[src/hdl/csrng_lite_pkg.sv]
// ~~~~~~~~~~~~~~~~~~~~
// Shared definitions for the command-driven random bit generator.
// Holds the command codes, the main FSM state set, header field
// positions, FIFO depths and the constants of the mixing step.
// ~~~~~~~~~~~~~~~~~~~~

package csrng_lite_pkg;

  // Data path widths.
  localparam int CmdWidth = 32;
  localparam int GenWidth = 32;
  localparam int MainSmStateWidth = 4;

  // Header word fields.
  localparam int CodeLsb = 0;
  localparam int CodeWidth = 3;
  localparam int Flag0Bit = 3;
  localparam int ClenLsb = 4;
  localparam int ClenWidth = 2;
  localparam int GlenLsb = 8;
  localparam int GlenWidth = 4;

  // FIFO depths, which are also the initial credit counts.
  localparam int AcmdDepth = 4;
  localparam int GenDepth = 4;
  localparam int GenCntWidth = $clog2(GenDepth + 1);

  // Generate step: add a constant, then fold in a rotated copy.
  localparam logic [GenWidth-1:0] GenMix = 32'h9e37_79b9;
  localparam int MixRot = 7;

  typedef logic [CmdWidth-1:0] acmd_word_t;
  typedef logic [GenWidth-1:0] gen_word_t;

  // Codes 0, 6 and 7 are illegal.
  typedef enum logic [CodeWidth-1:0] {
    INS = 3'd1,
    RES = 3'd2,
    GEN = 3'd3,
    UPD = 3'd4,
    UNI = 3'd5
  } acmd_e;

  typedef enum logic [MainSmStateWidth-1:0] {
    MainSmIdle          = 4'd0,
    MainSmParseCmd      = 4'd1,
    MainSmInstantPrep   = 4'd2,
    MainSmInstantReq    = 4'd3,
    MainSmReseedPrep    = 4'd4,
    MainSmReseedReq     = 4'd5,
    MainSmGeneratePrep  = 4'd6,
    MainSmGenerateReq   = 4'd7,
    MainSmUpdatePrep    = 4'd8,
    MainSmUpdateReq     = 4'd9,
    MainSmUninstantPrep = 4'd10,
    MainSmUninstantReq  = 4'd11,
    MainSmClrAData      = 4'd12,
    MainSmCmdCompWait   = 4'd13,
    MainSmError         = 4'd14
  } main_sm_state_e;

endpackage

[src/hdl/credit_fifo.sv]
// ~~~~~~~~~~~~~~~~~~~~
// Circular-buffer FIFO with a fill count and a first-word-fall-through
// read port. The payload type is a parameter, so the command path and
// the generated-bits path share this block.
// ~~~~~~~~~~~~~~~~~~~~

`timescale 1ns/1ns

module credit_fifo #(
  parameter type T = logic [31:0],
  parameter int DEPTH = 4
) (
  input  logic clk_i,
  input  logic rst_n_i,
  input  logic push_i,
  input  T     data_i,
  input  logic pop_i,
  output T     data_o,
  output logic empty_o,
  output logic full_o
);

  T mem [DEPTH];
  logic [$clog2(DEPTH)-1:0] wr_ptr_q;
  logic [$clog2(DEPTH)-1:0] rd_ptr_q;
  logic [$clog2(DEPTH+1)-1:0] count_q;
  logic do_push;
  logic do_pop;

  // Writes to a full FIFO and reads from an empty one are dropped.
  assign do_push = push_i && !full_o;
  assign do_pop = pop_i && !empty_o;
  assign empty_o = (count_q == '0);
  assign full_o = (count_q == ($clog2(DEPTH+1))'(DEPTH));
  assign data_o = mem[rd_ptr_q];

  always_ff @(posedge clk_i) begin
    if (do_push) begin
      mem[wr_ptr_q] <= data_i;
    end
  end

  always_ff @(posedge clk_i) begin
    if (!rst_n_i) begin
      wr_ptr_q <= '0;
      rd_ptr_q <= '0;
      count_q <= '0;
    end else begin
      if (do_push) begin
        wr_ptr_q <= (wr_ptr_q == ($clog2(DEPTH))'(DEPTH - 1)) ? '0 : wr_ptr_q + 1'b1;
      end
      if (do_pop) begin
        rd_ptr_q <= (rd_ptr_q == ($clog2(DEPTH))'(DEPTH - 1)) ? '0 : rd_ptr_q + 1'b1;
      end
      case ({do_push, do_pop})
        2'b10: count_q <= count_q + 1'b1;
        2'b01: count_q <= count_q - 1'b1;
        default: ;
      endcase
    end
  end

endmodule

[src/hdl/acmd_intake.sv]
// ~~~~~~~~~~~~~~~~~~~~
// Command intake. Buffers host words, returns one credit per pop,
// splits the header into fields and XOR-folds the additional data.
// ~~~~~~~~~~~~~~~~~~~~

`timescale 1ns/1ns

module acmd_intake import csrng_lite_pkg::*; (
  input  logic                 clk_i,
  input  logic                 rst_n_i,
  input  logic                 acmd_valid_i,
  input  acmd_word_t           acmd_i,
  output logic                 acmd_credit_o,
  output logic                 acmd_avail_o,
  input  logic                 acmd_accept_i,
  output acmd_e                acmd_code_o,
  output logic                 flag0_o,
  output logic [GlenWidth-1:0] glen_o,
  output logic                 acmd_eop_o,
  output acmd_word_t           adata_o,
  input  logic                 clr_adata_i
);

  acmd_word_t fifo_data;
  logic fifo_pop;
  logic fifo_empty;
  logic fifo_full;
  logic fold_pop;
  logic self_clr;
  logic busy_q;
  logic eop_q;
  logic drop_q;
  logic credit_q;
  logic [ClenWidth-1:0] clen_q;
  acmd_word_t adata_q;
  acmd_e code_q;
  logic flag0_q;
  logic [GlenWidth-1:0] glen_q;

  credit_fifo #(
    .T     (acmd_word_t),
    .DEPTH (AcmdDepth)
  ) u_acmd_fifo (
    .clk_i   (clk_i),
    .rst_n_i (rst_n_i),
    .push_i  (acmd_valid_i && !fifo_full),
    .data_i  (acmd_i),
    .pop_i   (fifo_pop),
    .data_o  (fifo_data),
    .empty_o (fifo_empty),
    .full_o  (fifo_full)
  );

  // A new header is offered only once the previous command is cleared.
  assign acmd_avail_o = !busy_q && !fifo_empty;
  assign fold_pop = busy_q && (clen_q != '0) && !fifo_empty;
  assign fifo_pop = acmd_accept_i || fold_pop;

  // Illegal commands and commands aborted mid-fold drop their own adata.
  assign self_clr = eop_q && (drop_q || !(code_q inside {INS, RES, GEN, UPD, UNI}));

  assign acmd_credit_o = credit_q;
  assign acmd_code_o = code_q;
  assign flag0_o = flag0_q;
  assign glen_o = glen_q;
  assign acmd_eop_o = eop_q;
  assign adata_o = adata_q;

  always_ff @(posedge clk_i) begin
    if (acmd_accept_i) begin
      code_q <= acmd_e'(fifo_data[CodeLsb +: CodeWidth]);
      flag0_q <= fifo_data[Flag0Bit];
      glen_q <= fifo_data[GlenLsb +: GlenWidth];
    end
  end

  always_ff @(posedge clk_i) begin
    if (!rst_n_i) begin
      busy_q <= 1'b0;
      eop_q <= 1'b0;
      drop_q <= 1'b0;
      credit_q <= 1'b0;
      clen_q <= '0;
      adata_q <= '0;
    end else begin
      credit_q <= fifo_pop;
      if (clr_adata_i && busy_q && !eop_q) begin
        drop_q <= 1'b1;
      end
      if (acmd_accept_i) begin
        busy_q <= 1'b1;
        clen_q <= fifo_data[ClenLsb +: ClenWidth];
        eop_q <= (fifo_data[ClenLsb +: ClenWidth] == '0);
      end else if (fold_pop) begin
        adata_q <= adata_q ^ fifo_data;
        clen_q <= clen_q - 1'b1;
        if (clen_q == ClenWidth'(1)) begin
          eop_q <= 1'b1;
        end
      end else if (self_clr || (clr_adata_i && eop_q)) begin
        busy_q <= 1'b0;
        eop_q <= 1'b0;
        drop_q <= 1'b0;
        adata_q <= '0;
      end
    end
  end

endmodule

[src/hdl/main_sm.sv]
// ~~~~~~~~~~~~~~~~~~~~
// Command FSM. Accepts a header, waits for the adata fold, fetches
// entropy when needed, issues one core request and waits for it.
// Error has priority over escalation, escalation over disable.
// ~~~~~~~~~~~~~~~~~~~~

`timescale 1ns/1ns

module main_sm import csrng_lite_pkg::*; (
  input  logic                        clk_i,
  input  logic                        rst_n_i,
  input  logic                        enable_i,
  input  logic                        acmd_avail_i,
  output logic                        acmd_accept_o,
  input  acmd_e                       acmd_i,
  input  logic                        acmd_eop_i,
  input  logic                        core_rdy_i,
  input  logic                        flag0_i,
  output logic                        cmd_entropy_req_o,
  input  logic                        cmd_entropy_avail_i,
  output logic                        instant_req_o,
  output logic                        reseed_req_o,
  output logic                        generate_req_o,
  output logic                        update_req_o,
  output logic                        uninstant_req_o,
  output logic                        clr_adata_o,
  input  logic                        cmd_complete_i,
  input  logic                        escalate_i,
  output logic [MainSmStateWidth-1:0] main_sm_state_o,
  output logic                        main_sm_alert_o,
  output logic                        main_sm_err_o
);

  main_sm_state_e state_d;
  main_sm_state_e state_q;

  assign main_sm_state_o = state_q;

  always_ff @(posedge clk_i) begin
    if (!rst_n_i) begin
      state_q <= MainSmIdle;
    end else begin
      state_q <= state_d;
    end
  end

  always_comb begin
    state_d = state_q;
    acmd_accept_o = 1'b0;
    cmd_entropy_req_o = 1'b0;
    instant_req_o = 1'b0;
    reseed_req_o = 1'b0;
    generate_req_o = 1'b0;
    update_req_o = 1'b0;
    uninstant_req_o = 1'b0;
    clr_adata_o = 1'b0;
    main_sm_alert_o = 1'b0;
    main_sm_err_o = 1'b0;

    if (state_q == MainSmError) begin
      // Sticky until reset.
      main_sm_err_o = 1'b1;
    end else if (escalate_i) begin
      state_d = MainSmError;
    end else if (!enable_i && state_q inside {[MainSmIdle:MainSmCmdCompWait]}) begin
      state_d = MainSmIdle;
      // Leaving mid-command also releases the intake.
      clr_adata_o = (state_q != MainSmIdle);
    end else begin
      case (state_q)
        MainSmIdle: begin
          if (core_rdy_i && acmd_avail_i) begin
            acmd_accept_o = 1'b1;
            state_d = MainSmParseCmd;
          end
        end
        MainSmParseCmd: begin
          if (!(acmd_i inside {INS, RES, GEN, UPD, UNI})) begin
            main_sm_alert_o = 1'b1;
            state_d = MainSmIdle;
          end else if (core_rdy_i && acmd_eop_i) begin
            case (acmd_i)
              INS: state_d = MainSmInstantPrep;
              RES: state_d = MainSmReseedPrep;
              GEN: state_d = MainSmGeneratePrep;
              UPD: state_d = MainSmUpdatePrep;
              default: state_d = MainSmUninstantPrep;
            endcase
          end
        end
        MainSmInstantPrep: begin
          // Entropy is skipped when flag0 is set.
          cmd_entropy_req_o = !flag0_i;
          if (flag0_i || cmd_entropy_avail_i) begin
            state_d = MainSmInstantReq;
          end
        end
        MainSmInstantReq: begin
          instant_req_o = 1'b1;
          state_d = MainSmClrAData;
        end
        MainSmReseedPrep: begin
          cmd_entropy_req_o = !flag0_i;
          if (flag0_i || cmd_entropy_avail_i) begin
            state_d = MainSmReseedReq;
          end
        end
        MainSmReseedReq: begin
          reseed_req_o = 1'b1;
          state_d = MainSmClrAData;
        end
        MainSmGeneratePrep: state_d = MainSmGenerateReq;
        MainSmGenerateReq: begin
          generate_req_o = 1'b1;
          state_d = MainSmClrAData;
        end
        MainSmUpdatePrep: state_d = MainSmUpdateReq;
        MainSmUpdateReq: begin
          update_req_o = 1'b1;
          state_d = MainSmClrAData;
        end
        MainSmUninstantPrep: state_d = MainSmUninstantReq;
        MainSmUninstantReq: begin
          uninstant_req_o = 1'b1;
          state_d = MainSmClrAData;
        end
        MainSmClrAData: begin
          clr_adata_o = 1'b1;
          // Non-generate commands complete while the adata is cleared.
          if (cmd_complete_i) begin
            state_d = MainSmIdle;
          end else begin
            state_d = MainSmCmdCompWait;
          end
        end
        MainSmCmdCompWait: begin
          if (cmd_complete_i) begin
            state_d = MainSmIdle;
          end
        end
        // Any unknown encoding is treated as a fault.
        default: begin
          state_d = MainSmError;
          main_sm_err_o = 1'b1;
        end
      endcase
    end
  end

endmodule

[src/hdl/drbg_core.sv]
// ~~~~~~~~~~~~~~~~~~~~
// Simplified deterministic core. Keeps one working value and applies
// the five commands to it; generate streams glen mixed words.
// ~~~~~~~~~~~~~~~~~~~~

`timescale 1ns/1ns

module drbg_core import csrng_lite_pkg::*; (
  input  logic                 clk_i,
  input  logic                 rst_n_i,
  input  logic                 instant_req_i,
  input  logic                 reseed_req_i,
  input  logic                 generate_req_i,
  input  logic                 update_req_i,
  input  logic                 uninstant_req_i,
  input  logic                 entropy_ack_i,
  input  gen_word_t            entropy_i,
  input  logic                 flag0_i,
  input  acmd_word_t           adata_i,
  input  logic [GlenWidth-1:0] glen_i,
  output logic                 core_rdy_o,
  output logic                 cmd_complete_o,
  output logic                 cmd_sts_o,
  output logic                 gen_push_o,
  output gen_word_t            gen_word_o,
  input  logic                 gen_full_i
);

  gen_word_t v_q;
  gen_word_t ent_q;
  gen_word_t ent_sel;
  gen_word_t v_step;
  logic inst_q;
  logic gen_busy_q;
  logic complete_q;
  logic sts_q;
  logic [GlenWidth-1:0] gen_cnt_q;

  assign ent_sel = flag0_i ? '0 : ent_q;
  assign v_step = v_q + GenMix;
  assign gen_word_o = v_step ^ ((v_step << MixRot) | (v_step >> (GenWidth - MixRot)));

  // One word per cycle, stalled by a full output FIFO.
  assign gen_push_o = gen_busy_q && !gen_full_i;
  assign core_rdy_o = !gen_busy_q && !complete_q;
  assign cmd_complete_o = complete_q;
  assign cmd_sts_o = complete_q && sts_q;

  always_ff @(posedge clk_i) begin
    if (entropy_ack_i) begin
      ent_q <= entropy_i;
    end
  end

  always_ff @(posedge clk_i) begin
    if (!rst_n_i) begin
      v_q <= '0;
      inst_q <= 1'b0;
      gen_busy_q <= 1'b0;
      complete_q <= 1'b0;
      sts_q <= 1'b0;
      gen_cnt_q <= '0;
    end else begin
      complete_q <= 1'b0;
      if (instant_req_i) begin
        v_q <= ent_sel ^ adata_i;
        inst_q <= 1'b1;
        sts_q <= 1'b0;
        complete_q <= 1'b1;
      end else if (reseed_req_i) begin
        if (inst_q) begin
          v_q <= v_q ^ ent_sel ^ adata_i;
        end
        sts_q <= !inst_q;
        complete_q <= 1'b1;
      end else if (update_req_i) begin
        if (inst_q) begin
          v_q <= v_q ^ adata_i;
        end
        sts_q <= !inst_q;
        complete_q <= 1'b1;
      end else if (uninstant_req_i) begin
        v_q <= '0;
        inst_q <= 1'b0;
        sts_q <= 1'b0;
        complete_q <= 1'b1;
      end else if (generate_req_i) begin
        sts_q <= !inst_q;
        if (inst_q && glen_i != '0) begin
          gen_busy_q <= 1'b1;
          gen_cnt_q <= glen_i;
        end else begin
          complete_q <= 1'b1;
        end
      end else if (gen_push_o) begin
        v_q <= v_step;
        gen_cnt_q <= gen_cnt_q - 1'b1;
        // Completion follows the last push by one cycle.
        if (gen_cnt_q == GlenWidth'(1)) begin
          gen_busy_q <= 1'b0;
          complete_q <= 1'b1;
        end
      end
    end
  end

endmodule

[src/hdl/genbits_out.sv]
// ~~~~~~~~~~~~~~~~~~~~
// Output side. Buffers generated words and streams one per cycle to
// the consumer while it holds credit.
// ~~~~~~~~~~~~~~~~~~~~

`timescale 1ns/1ns

module genbits_out import csrng_lite_pkg::*; (
  input  logic      clk_i,
  input  logic      rst_n_i,
  input  logic      gen_push_i,
  input  gen_word_t gen_word_i,
  output logic      gen_full_o,
  output logic      genbits_valid_o,
  output gen_word_t genbits_o,
  input  logic      genbits_credit_i
);

  gen_word_t fifo_data;
  gen_word_t word_q;
  logic fifo_pop;
  logic fifo_empty;
  logic valid_q;
  logic [GenCntWidth-1:0] credit_q;

  credit_fifo #(
    .T     (gen_word_t),
    .DEPTH (GenDepth)
  ) u_gen_fifo (
    .clk_i   (clk_i),
    .rst_n_i (rst_n_i),
    .push_i  (gen_push_i),
    .data_i  (gen_word_i),
    .pop_i   (fifo_pop),
    .data_o  (fifo_data),
    .empty_o (fifo_empty),
    .full_o  (gen_full_o)
  );

  assign fifo_pop = !fifo_empty && (credit_q != '0);
  assign genbits_valid_o = valid_q;
  assign genbits_o = word_q;

  always_ff @(posedge clk_i) begin
    if (fifo_pop) begin
      word_q <= fifo_data;
    end
  end

  // Consumer starts with one credit per FIFO entry.
  always_ff @(posedge clk_i) begin
    if (!rst_n_i) begin
      valid_q <= 1'b0;
      credit_q <= GenCntWidth'(GenDepth);
    end else begin
      valid_q <= fifo_pop;
      credit_q <= credit_q + GenCntWidth'(genbits_credit_i) - GenCntWidth'(fifo_pop);
    end
  end

endmodule

[src/hdl/csrng_lite_top.sv]
// ~~~~~~~~~~~~~~~~~~~~
// Top level of the random bit generator. Connects the command intake,
// the command FSM, the core and the output side.
// ~~~~~~~~~~~~~~~~~~~~

`timescale 1ns/1ns

module csrng_lite_top import csrng_lite_pkg::*; (
  input  logic       clk_i,
  input  logic       rst_n_i,
  input  logic       enable_i,
  input  logic       acmd_valid_i,
  input  acmd_word_t acmd_i,
  output logic       acmd_credit_o,
  output logic       entropy_req_o,
  input  logic       entropy_ack_i,
  input  gen_word_t  entropy_i,
  input  logic       escalate_i,
  output logic       genbits_valid_o,
  output gen_word_t  genbits_o,
  input  logic       genbits_credit_i,
  output logic       cmd_ack_o,
  output logic       cmd_sts_o,
  output logic       alert_o,
  output logic       err_o
);

  acmd_e acmd_code;
  acmd_word_t adata;
  gen_word_t gen_word;
  logic [GlenWidth-1:0] glen;
  logic acmd_avail;
  logic acmd_accept;
  logic acmd_eop;
  logic flag0;
  logic clr_adata;
  logic core_rdy;
  logic instant_req;
  logic reseed_req;
  logic generate_req;
  logic update_req;
  logic uninstant_req;
  logic cmd_complete;
  logic gen_push;
  logic gen_full;

  assign cmd_ack_o = cmd_complete;

  acmd_intake u_acmd_intake (
    .clk_i         (clk_i),
    .rst_n_i       (rst_n_i),
    .acmd_valid_i  (acmd_valid_i),
    .acmd_i        (acmd_i),
    .acmd_credit_o (acmd_credit_o),
    .acmd_avail_o  (acmd_avail),
    .acmd_accept_i (acmd_accept),
    .acmd_code_o   (acmd_code),
    .flag0_o       (flag0),
    .glen_o        (glen),
    .acmd_eop_o    (acmd_eop),
    .adata_o       (adata),
    .clr_adata_i   (clr_adata)
  );

  main_sm u_main_sm (
    .clk_i               (clk_i),
    .rst_n_i             (rst_n_i),
    .enable_i            (enable_i),
    .acmd_avail_i        (acmd_avail),
    .acmd_accept_o       (acmd_accept),
    .acmd_i              (acmd_code),
    .acmd_eop_i          (acmd_eop),
    .core_rdy_i          (core_rdy),
    .flag0_i             (flag0),
    .cmd_entropy_req_o   (entropy_req_o),
    .cmd_entropy_avail_i (entropy_ack_i),
    .instant_req_o       (instant_req),
    .reseed_req_o        (reseed_req),
    .generate_req_o      (generate_req),
    .update_req_o        (update_req),
    .uninstant_req_o     (uninstant_req),
    .clr_adata_o         (clr_adata),
    .cmd_complete_i      (cmd_complete),
    .escalate_i          (escalate_i),
    .main_sm_state_o     (),
    .main_sm_alert_o     (alert_o),
    .main_sm_err_o       (err_o)
  );

  drbg_core u_drbg_core (
    .clk_i           (clk_i),
    .rst_n_i         (rst_n_i),
    .instant_req_i   (instant_req),
    .reseed_req_i    (reseed_req),
    .generate_req_i  (generate_req),
    .update_req_i    (update_req),
    .uninstant_req_i (uninstant_req),
    .entropy_ack_i   (entropy_ack_i),
    .entropy_i       (entropy_i),
    .flag0_i         (flag0),
    .adata_i         (adata),
    .glen_i          (glen),
    .core_rdy_o      (core_rdy),
    .cmd_complete_o  (cmd_complete),
    .cmd_sts_o       (cmd_sts_o),
    .gen_push_o      (gen_push),
    .gen_word_o      (gen_word),
    .gen_full_i      (gen_full)
  );

  genbits_out u_genbits_out (
    .clk_i            (clk_i),
    .rst_n_i          (rst_n_i),
    .gen_push_i       (gen_push),
    .gen_word_i       (gen_word),
    .gen_full_o       (gen_full),
    .genbits_valid_o  (genbits_valid_o),
    .genbits_o        (genbits_o),
    .genbits_credit_i (genbits_credit_i)
  );

endmodule

[config.mk]
export PLATFORM = sky130hd
export DESIGN_NAME = csrng_lite_top
export DESIGN_NICKNAME = d
export VERILOG_FILES = /design/src/hdl/csrng_lite_pkg.sv /design/src/hdl/credit_fifo.sv /design/src/hdl/acmd_intake.sv /design/src/hdl/main_sm.sv /design/src/hdl/drbg_core.sv /design/src/hdl/genbits_out.sv /design/src/hdl/csrng_lite_top.sv
export SDC_FILE = /design/constraint.sdc
export NUM_CORES = 1
export LEC_CHECK = 0
export BUFFER_PORTS_ARGS = -buffer_cell sky130_fd_sc_hd__buf_4
export CAP_MARGIN = 40
export CORE_UTILIZATION = 50
export CTS_CLUSTER_DIAMETER = 60
export DETAILED_ROUTE_END_ITERATION = 6
export PLACE_DENSITY = 0.7
export SYNTH_ARGS = -nofsm -noshare
export SYNTH_HDL_FRONTEND = slang
export SYNTH_SLANG_ARGS = --single-unit
[constraint.sdc]
create_clock -name clk_i -period 3.46 [get_ports clk_i]
set_input_delay 0.865 -clock clk_i [delete_from_list [all_inputs] [get_ports clk_i]]
set_output_delay 0.865 -clock clk_i [all_outputs]
set_load 0.02 [all_outputs]
Yosys cells after proc, flatten, opt, wreduce, memory -nomap -nowiden
Memories as Yosys holds them, arrays and structs flattened. A register that Yosys moved wholly into a read port is not among the register bits.
Index checks and enable logic that the tools add are counted.
{"block": "totals", "register_bits": 140, "mem_bits_rw": 256, "in_bits": 71, "out_inout_bits": 39, "word_cells": 280, "n_memories": 2}
{"memory": "u_acmd_intake.u_acmd_fifo.mem", "depth": 4, "width": 32, "rd": 1, "rd_ports_with_merged_regs": 1, "wr": 1, "line_no": "credit_fifo.sv:23", "text": "T mem [DEPTH];"}
{"memory": "u_genbits_out.u_gen_fifo.mem", "depth": 4, "width": 32, "rd": 1, "rd_ports_with_merged_regs": 1, "wr": 1, "line_no": "credit_fifo.sv:23"}
{"block": "op_classes", "n_addsub": 13, "n_lt_le_gt_ge": 2, "n_eq_ne": 44, "n_mux": 111, "bitwise": 14, "reduce_logical": 69}
{"cell": "32-bit 2-to-1 mux", "n": 11}
{"cell": "32-bit XOR", "n": 6}
{"cell": "1-bit 2-to-1 mux", "n": 76}
{"cell": "4-bit 2-to-1 mux", "n": 12}
{"cell": "4-bit one-hot mux with 10 select lines", "n": 1}
{"cell": "32-bit adder (second input constant)", "n": 1}
{"cell": "32-bit by 7-bit OR with 32-bit output", "n": 1}
{"cell": "4-bit == test (second input constant)", "n": 7}
{"cell": "1-bit logical AND", "n": 21}
{"cell": "2-bit nonzero test", "n": 9}
{"cell": "4-bit by 3-bit == test with 1-bit output (second input constant)", "n": 4}
{"cell": "2-bit 2-to-1 mux", "n": 8}
{"cell": "4-bit by 2-bit != test with 1-bit output (second input constant)", "n": 4}
{"cell": "4-bit one-hot mux with 4 select lines", "n": 1}
{"cell": "14-bit OR reduction", "n": 1}
{"cell": "2-bit == test (second input constant)", "n": 6}
{"cell": "3-bit == test (second input constant)", "n": 4}
{"cell": "1-bit logical NOT", "n": 12}
{"cell": "3-bit one-hot mux with 2 select lines", "n": 2}
{"cell": "6-bit AND reduction", "n": 2}
{"cell": "4-bit nonzero test", "n": 3}
{"cell": "5-bit by 3-bit != test with 1-bit output (second input constant)", "n": 2}
{"cell": "5-bit nonzero test", "n": 2}
{"cell": "2-bit by 1-bit adder with 2-bit output (second input constant)", "n": 4}
{"cell": "29 further kinds", "n": 53}

Depth between registers and ports, before layout
{"block": "logic_depth", "depth_word": 13, "depth_mapped": 11, "depth_no_buf": 11}

Modules after synthesis
From an unflattened synthesis, not the netlist that was laid out.
{"block": "hier_totals", "cells_unflattened": 1591, "area_unflattened_um2": 20500.9}
{"mod": "credit_fifo", "instances": 2, "cells_per_inst": 223, "area_each_um2": 5152.4, "seq_area_each_um2": 4023.9}
{"mod": "drbg_core", "instances": 1, "cells_per_inst": 720, "area_each_um2": 5911.9, "seq_area_each_um2": 1761.7}
{"mod": "acmd_intake", "instances": 1, "cells_per_inst": 295, "area_each_um2": 2546.2, "seq_area_each_um2": 1001.0}
{"mod": "genbits_out", "instances": 1, "cells_per_inst": 49, "area_each_um2": 1152.4, "seq_area_each_um2": 1041.0}
{"mod": "main_sm", "instances": 1, "cells_per_inst": 81, "area_each_um2": 585.6, "seq_area_each_um2": 80.1}

Least setup slack after synthesis
No wires, ideal clock.
{"block": "synth_timing", "kind": "register -> register", "start": "register u_genbits_out.u_gen_fifo.count_q[0]", "end": "register u_genbits_out.credit_q[2]", "setup_time_ns": 0.129, "arrival_ns": 3.425, "t_required_ns": 3.331, "setup_slack_ns": -0.094, "stages_incl_launch_ff": 11, "path_buffers": 0, "synth_period_minus_slack_ns": 3.554, "path_cell_list": "dfxtp_1 > nor3_1 > nor2_1 > ha_1 > inv_1 > ha_1 > inv_1 > fa_1 > xor2_1 > xnor2_1 > nand2_1"}
{"block": "synth_via", "elab_chain_len": 4}
{"item": "start, declared", "line_no": "credit_fifo.sv:26", "text": "logic [$clog2(DEPTH+1)-1:0] count_q;"}
{"item": "start signal, assigned", "line_no": "credit_fifo.sv:56", "text": "2'b10: count_q <= count_q + 1'b1;"}
{"item": "start signal, assigned", "line_no": "credit_fifo.sv:57", "text": "2'b01: count_q <= count_q - 1'b1;"}
{"item": "3-bit logical NOT", "line_no": "credit_fifo.sv:33", "text": "assign empty_o = (count_q == '0);"}
{"item": "1-bit logical NOT", "line_no": "genbits_out.sv:40", "text": "assign fifo_pop = !fifo_empty && (credit_q != '0);"}
{"item": "1-bit logical AND", "line_no": "genbits_out.sv:40"}
{"item": "via u_genbits_out.fifo_pop", "line_no": "genbits_out.sv:21", "text": "logic fifo_pop;"}
{"item": "3-bit by 1-bit subtractor with 3-bit output", "line_no": "genbits_out.sv:57", "text": "credit_q <= credit_q + GenCntWidth'(genbits_credit_i) - GenCntWidth'(fifo_pop);"}
{"item": "end signal, assigned", "line_no": "genbits_out.sv:54", "text": "credit_q <= GenCntWidth'(GenDepth);"}
{"item": "end signal, assigned", "line_no": "genbits_out.sv:57"}
{"item": "end, declared", "line_no": "genbits_out.sv:24", "text": "logic [GenCntWidth-1:0] credit_q;"}
The timed path passes the listed nets, and every way through them passes these cells.
A chain may end at the register's enable or synchronous reset.

Final worst setup path
{"block": "layout_timing", "start": "register u_main_sm.state_q[2] (netlist: u_main_sm.main_sm_state_o[2])", "end": "output entropy_req_o"}
{"block": "layout_via", "elab_chain_len": 6, "word_cells_on_any_way": 12, "cone_classes": "order compare: 2; eq/ne: 3; mux: 4; reduce/logical: 3"}
{"item": "start, declared", "line_no": "main_sm.sv:35", "text": "main_sm_state_e state_q;"}
{"item": "start signal, assigned", "line_no": "main_sm.sv:41", "text": "state_q <= MainSmIdle;"}
{"item": "start signal, assigned", "line_no": "main_sm.sv:43", "text": "state_q <= state_d;"}
{"item": "4-bit by 1-bit >= comparator with 1-bit output (tied with other cells)", "line_no": "main_sm.sv:65", "text": "end else if (!enable_i && state_q inside {[MainSmIdle:MainSmCmdCompWait]}) begin"}
{"item": "1-bit logical AND or 2-bit OR reduction (tied branches)"}
{"item": "1-bit logical AND or 1-bit 2-to-1 mux (tied branches)"}
{"item": "1-bit 2-to-1 mux", "line_no": "main_sm.sv:65"}
{"item": "1-bit 2-to-1 mux", "line_no": "main_sm.sv:63", "text": "end else if (escalate_i) begin"}
{"item": "1-bit 2-to-1 mux (*)", "line_no": "main_sm.sv:60", "text": "if (state_q == MainSmError) begin"}
{"item": "end, declared", "line_no": "csrng_lite_top.sv:15", "text": "output logic entropy_req_o,"}
Every way passes the cells marked *; elsewhere a longest branch is shown, timed or not.

==> results.txt <==
The flow ran to the end, and the final reports show no timing, DRC or antenna violations. The signal on the critical path passes through nand3_1, nor2_1, a21oi_1, nor2_1, and3_1, buf_4. The cell area power density is 597 mW/mm2. The worst voltage drop across the vdd grid came out at 0.432 mV. In the final routed layout, each cell accounts on average for 20.2 um. The number of enable-type register cells in the synthesized netlist came out at 328. The area added between synthesis and finish came out at 16.0%. The first-iteration detailed-routing DRC count is 1175. The normalized max-slew margin came out at 41.8%. The hold violation total from the final report came out at 0.

The number of unique standard cell types used by synthesis is 84. The placed wire-length estimate after detailed placement came out at 30200 um. The top fanout value on the critical path came out at 18.

Setup slack on the worst reg-to-reg path comes out at 0.44 ns. In the finished design, the share of the clock period the worst path needs comes to 91.5%. After synthesis, the largest area contributor takes up 50.0% of total cell area.

The biggest area contributor in the post-synthesis netlist is edfxtp_1. The count of non-filler cells in the finished layout is 2195. Counting the buffers created by CTS gives 47.

STA puts the critical path data arrival time at 2.30 ns. The number of flip-flops and latches in the synthesized netlist is 430. The number of buffers added for setup after CTS is 0. STA classifies the critical path startpoint as a flip-flop. By area the synthesized netlist is led by edfxtp_1 50%, dfxtp_1 10%, mux4_2 7.3%. The largest clock skew in the final design is 0.0299 ns. The number of antenna diodes in the final layout is 0. The initial standard-cell utilization of the core came out at 50.9%. The leakage power summed over all cells came out at 7.92 nW. Setup repair after global routing left no endpoint under its margin. For this design the top-level I/O count stands at 110. The synthesized netlist net count came out at 1622. Among all cell types in the netlist, the one instantiated most often is edfxtp_1.

The number of hold buffers added after CTS was 0. The number of buffers inserted by port buffering came out at 109. The post-detailed-route count of antenna-violating nets is 0. The wire length of the first global-routing pass came out at 69800 um. The detail-routed via count per cell came out at 5.82. The synthesized netlist occupies a cell area of 0.0197 mm2. The routed design could run at a clock period as short as 3.17 ns.

The max-cap violation count came out at 0. Clock tree synthesis selected as its root buffer the cell clkbuf_16. The number of max-slew violations in the final report came out at 0. The detailed router placed 12800 vias in this run. Setup violations remaining at the end of the flow were counted as 0. Global routing finished with a remaining overflow of 0. The maximum frequency from static timing analysis is 316 MHz. Yosys printed 0 warnings. Counting instances in the post-synthesis netlist gives the leading cell types as 328 x edfxtp_1, 129 x nor2_1, 102 x dfxtp_1, 97 x nand2_1, 77 x o21ai_0. The area inside the core boundary is 0.0387 mm2. The maximum number of pins on one net before global-route repair came out at 40. The number of global-route vias before repair is 12500. Row generation in the floorplan step produced 72 rows. The number of buffers and inverters on the critical path is 1. The clock slew at the register clock pins of the worst setup and hold paths is 0.06 ns. The chip width came out at 201 um. The clock passes through at most 3 buffers. The async set or reset register ratio after synthesis is 0%.

The die covers 0.0402 mm2. In the final layout, the share of cells above drive strength 1 is 19.5%. The slowest library cell on the worst path is dfxtp_1. With fillers left out, the area of the finished cells amounts to 0.0229 mm2. The worst setup path is captured at an output pin. The final sum of negative setup slack is 0 ns. Among the stages of the critical path, the cell type that occurs most often is nor2_1. The final layout net count is 1731. The pre-antenna-repair detailed-routing pass consisted of 7 iterations. The initial antenna violation count came to 0. For this run, the total global-route usage over all layers was measured as 22.2%.

The critical path required time is 2.59 ns. After detailed routing, the number of remaining DRC violations is 0. The largest single stage delay on the critical path is 0.72 ns. The vertical die dimension is 201 um. TritonCTS built the clock tree. Among cell families on the critical path, the largest total delay comes from simple AND/OR/NAND/NOR gates. The placer congestion estimate came out at 0.896. The sequential element share of the synthesized area is 60.4%. The cell count after synthesis came out at 1529. The critical path in this run is classified as reg -> out.

The worst hold path belongs to the class in -> reg. At the pin with the least slew margin, the transition time is 0.872 ns. Counting tap cells, the placed design contains a total of 2107 instances. The wire length reported by the detailed router came out at 44400 um.

Post-CTS repair changed the size of 0 cells. A synthesized cell averages 12.9 um2. The number of clock sinks is 430.

The number of H-tree branching levels is 2. After detailed placement, the total cell area comes to 0.0212 mm2. The clock latency of the later-clocked register in the worst-skew pair came out at 0.59 ns.

The dominant synthesized flop cell is edfxtp_1.
## final cells by class
class | count | area (um2)
timing repair buffer | 164 | 1270
fill | 3038 | 15900
clock inverter | 36 | 449
sequential | 430 | 11900
multi-input combinational | 962 | 7280
inverter | 33 | 124
clock buffer | 52 | 1190
tap | 518 | 648
## report_power, final
part,internal (mW),switching [mW]
combinational,0.895,1.22
clock,3.08,2.13
sequential,6.11,0.234
total,10.1,3.58
## layer usage
| layer | GRT usage (%) | share of wire [%] |
|---|---|---|
| met1 | 30.2 | 44 |
| met2 | 36.5 | 49 |
| met3 | 3.59 | 5.7 |
| met4 | 7.55 | 2.2 |
| met5 | 0 | 0 |
## cell families after synthesis
logic type	count (synthesis)	synth area share [%]
simple gates	402	9.99
fa+ha+maj	22	1.51
compound gates	322	11.2
xor+xnor	143	6.36
buf+inv	137	2.77
flops	430	60.4
mux	73	7.77
## cell usage in the layout, fill, tap and decap left out, types with 7 or more instances in the layout
master	count
nor3_1	28
o31ai_1	7
or3_1	8
mux2i_1	9
edfxtp_1	328
clkinv_1	9
o21a_1	12
o22ai_1	8
nand2b_1	19
a21o_1	9
inv_1	32
o211ai_1	12
dfxtp_1	100
mux4_2	64
ha_1	19
o21ai_0	77
bufinv_16	7
a22oi_1	13
a221oi_1	8
a221o_1	8
and3_1	16
and2_1	11
xnor2_1	70
a211oi_1	13
a21oi_1	57
clkbuf_16	47
xor2_1	73
a31oi_1	18
nor2b_1	28
o221ai_1	16
buf_4	161
nand3_1	21
nor2_1	127
nand2_1	97
## path summary, 6_finish.rpt
path | start | to | depth (start not counted)
min | entropy_i[28] | u_drbg_core.ent_q[28]$_DFFE_PP_ | 1
max reg2reg | u_drbg_core.v_q[16]$_SDFFE_PN0P_ | u_genbits_out.u_gen_fifo.mem[1][6]$_DFFE_PP_ | 6
max | u_main_sm.main_sm_state_o[2]$_SDFFE_PN0P_ | entropy_req_o | 6
min reg2reg | u_acmd_intake.drop_q$_SDFF_PN0_ | u_acmd_intake.drop_q$_SDFF_PN0_ | 2
## state kept, by name, summed over array words and instances, names as in the netlist, 2 cells and up, named ones only
name / cells
u_acmd_intake.u_acmd_fifo.mem: 128
u_genbits_out.u_gen_fifo.mem: 128
u_acmd_intake.adata_o: 32
u_drbg_core.ent_q: 32
u_drbg_core.v_q: 32
u_genbits_out.genbits_o: 32
u_acmd_intake.glen_o: 4
u_drbg_core.gen_cnt_q: 4
u_main_sm.main_sm_state_o: 4
u_acmd_intake.acmd_code_o: 3
u_acmd_intake.u_acmd_fifo.count_q: 3
u_genbits_out.credit_q: 3
u_genbits_out.u_gen_fifo.count_q: 3
u_acmd_intake.clen_q: 2
u_acmd_intake.u_acmd_fifo.rd_ptr_q: 2
u_acmd_intake.u_acmd_fifo.wr_ptr_q: 2
u_genbits_out.u_gen_fifo.rd_ptr_q: 2
u_genbits_out.u_gen_fifo.wr_ptr_q: 2
## per-stage QoR
step	hold slack, ns	worst slack, ns	util (%)	power [mW]
4_1_cts	0.418	0.318	59.0	13.8
2_1_floorplan	0.432	0.462	-	7.75
5_1_grt	0.430	0.171	59.0	14.2
3_3_place_gp	0.442	0.521	54.8	8.54
6_report	0.451	0.294	59.0	13.7
3_5_place_dp	0.472	0.506	54.8	8.59
Power figures use the tool's default switching activity.
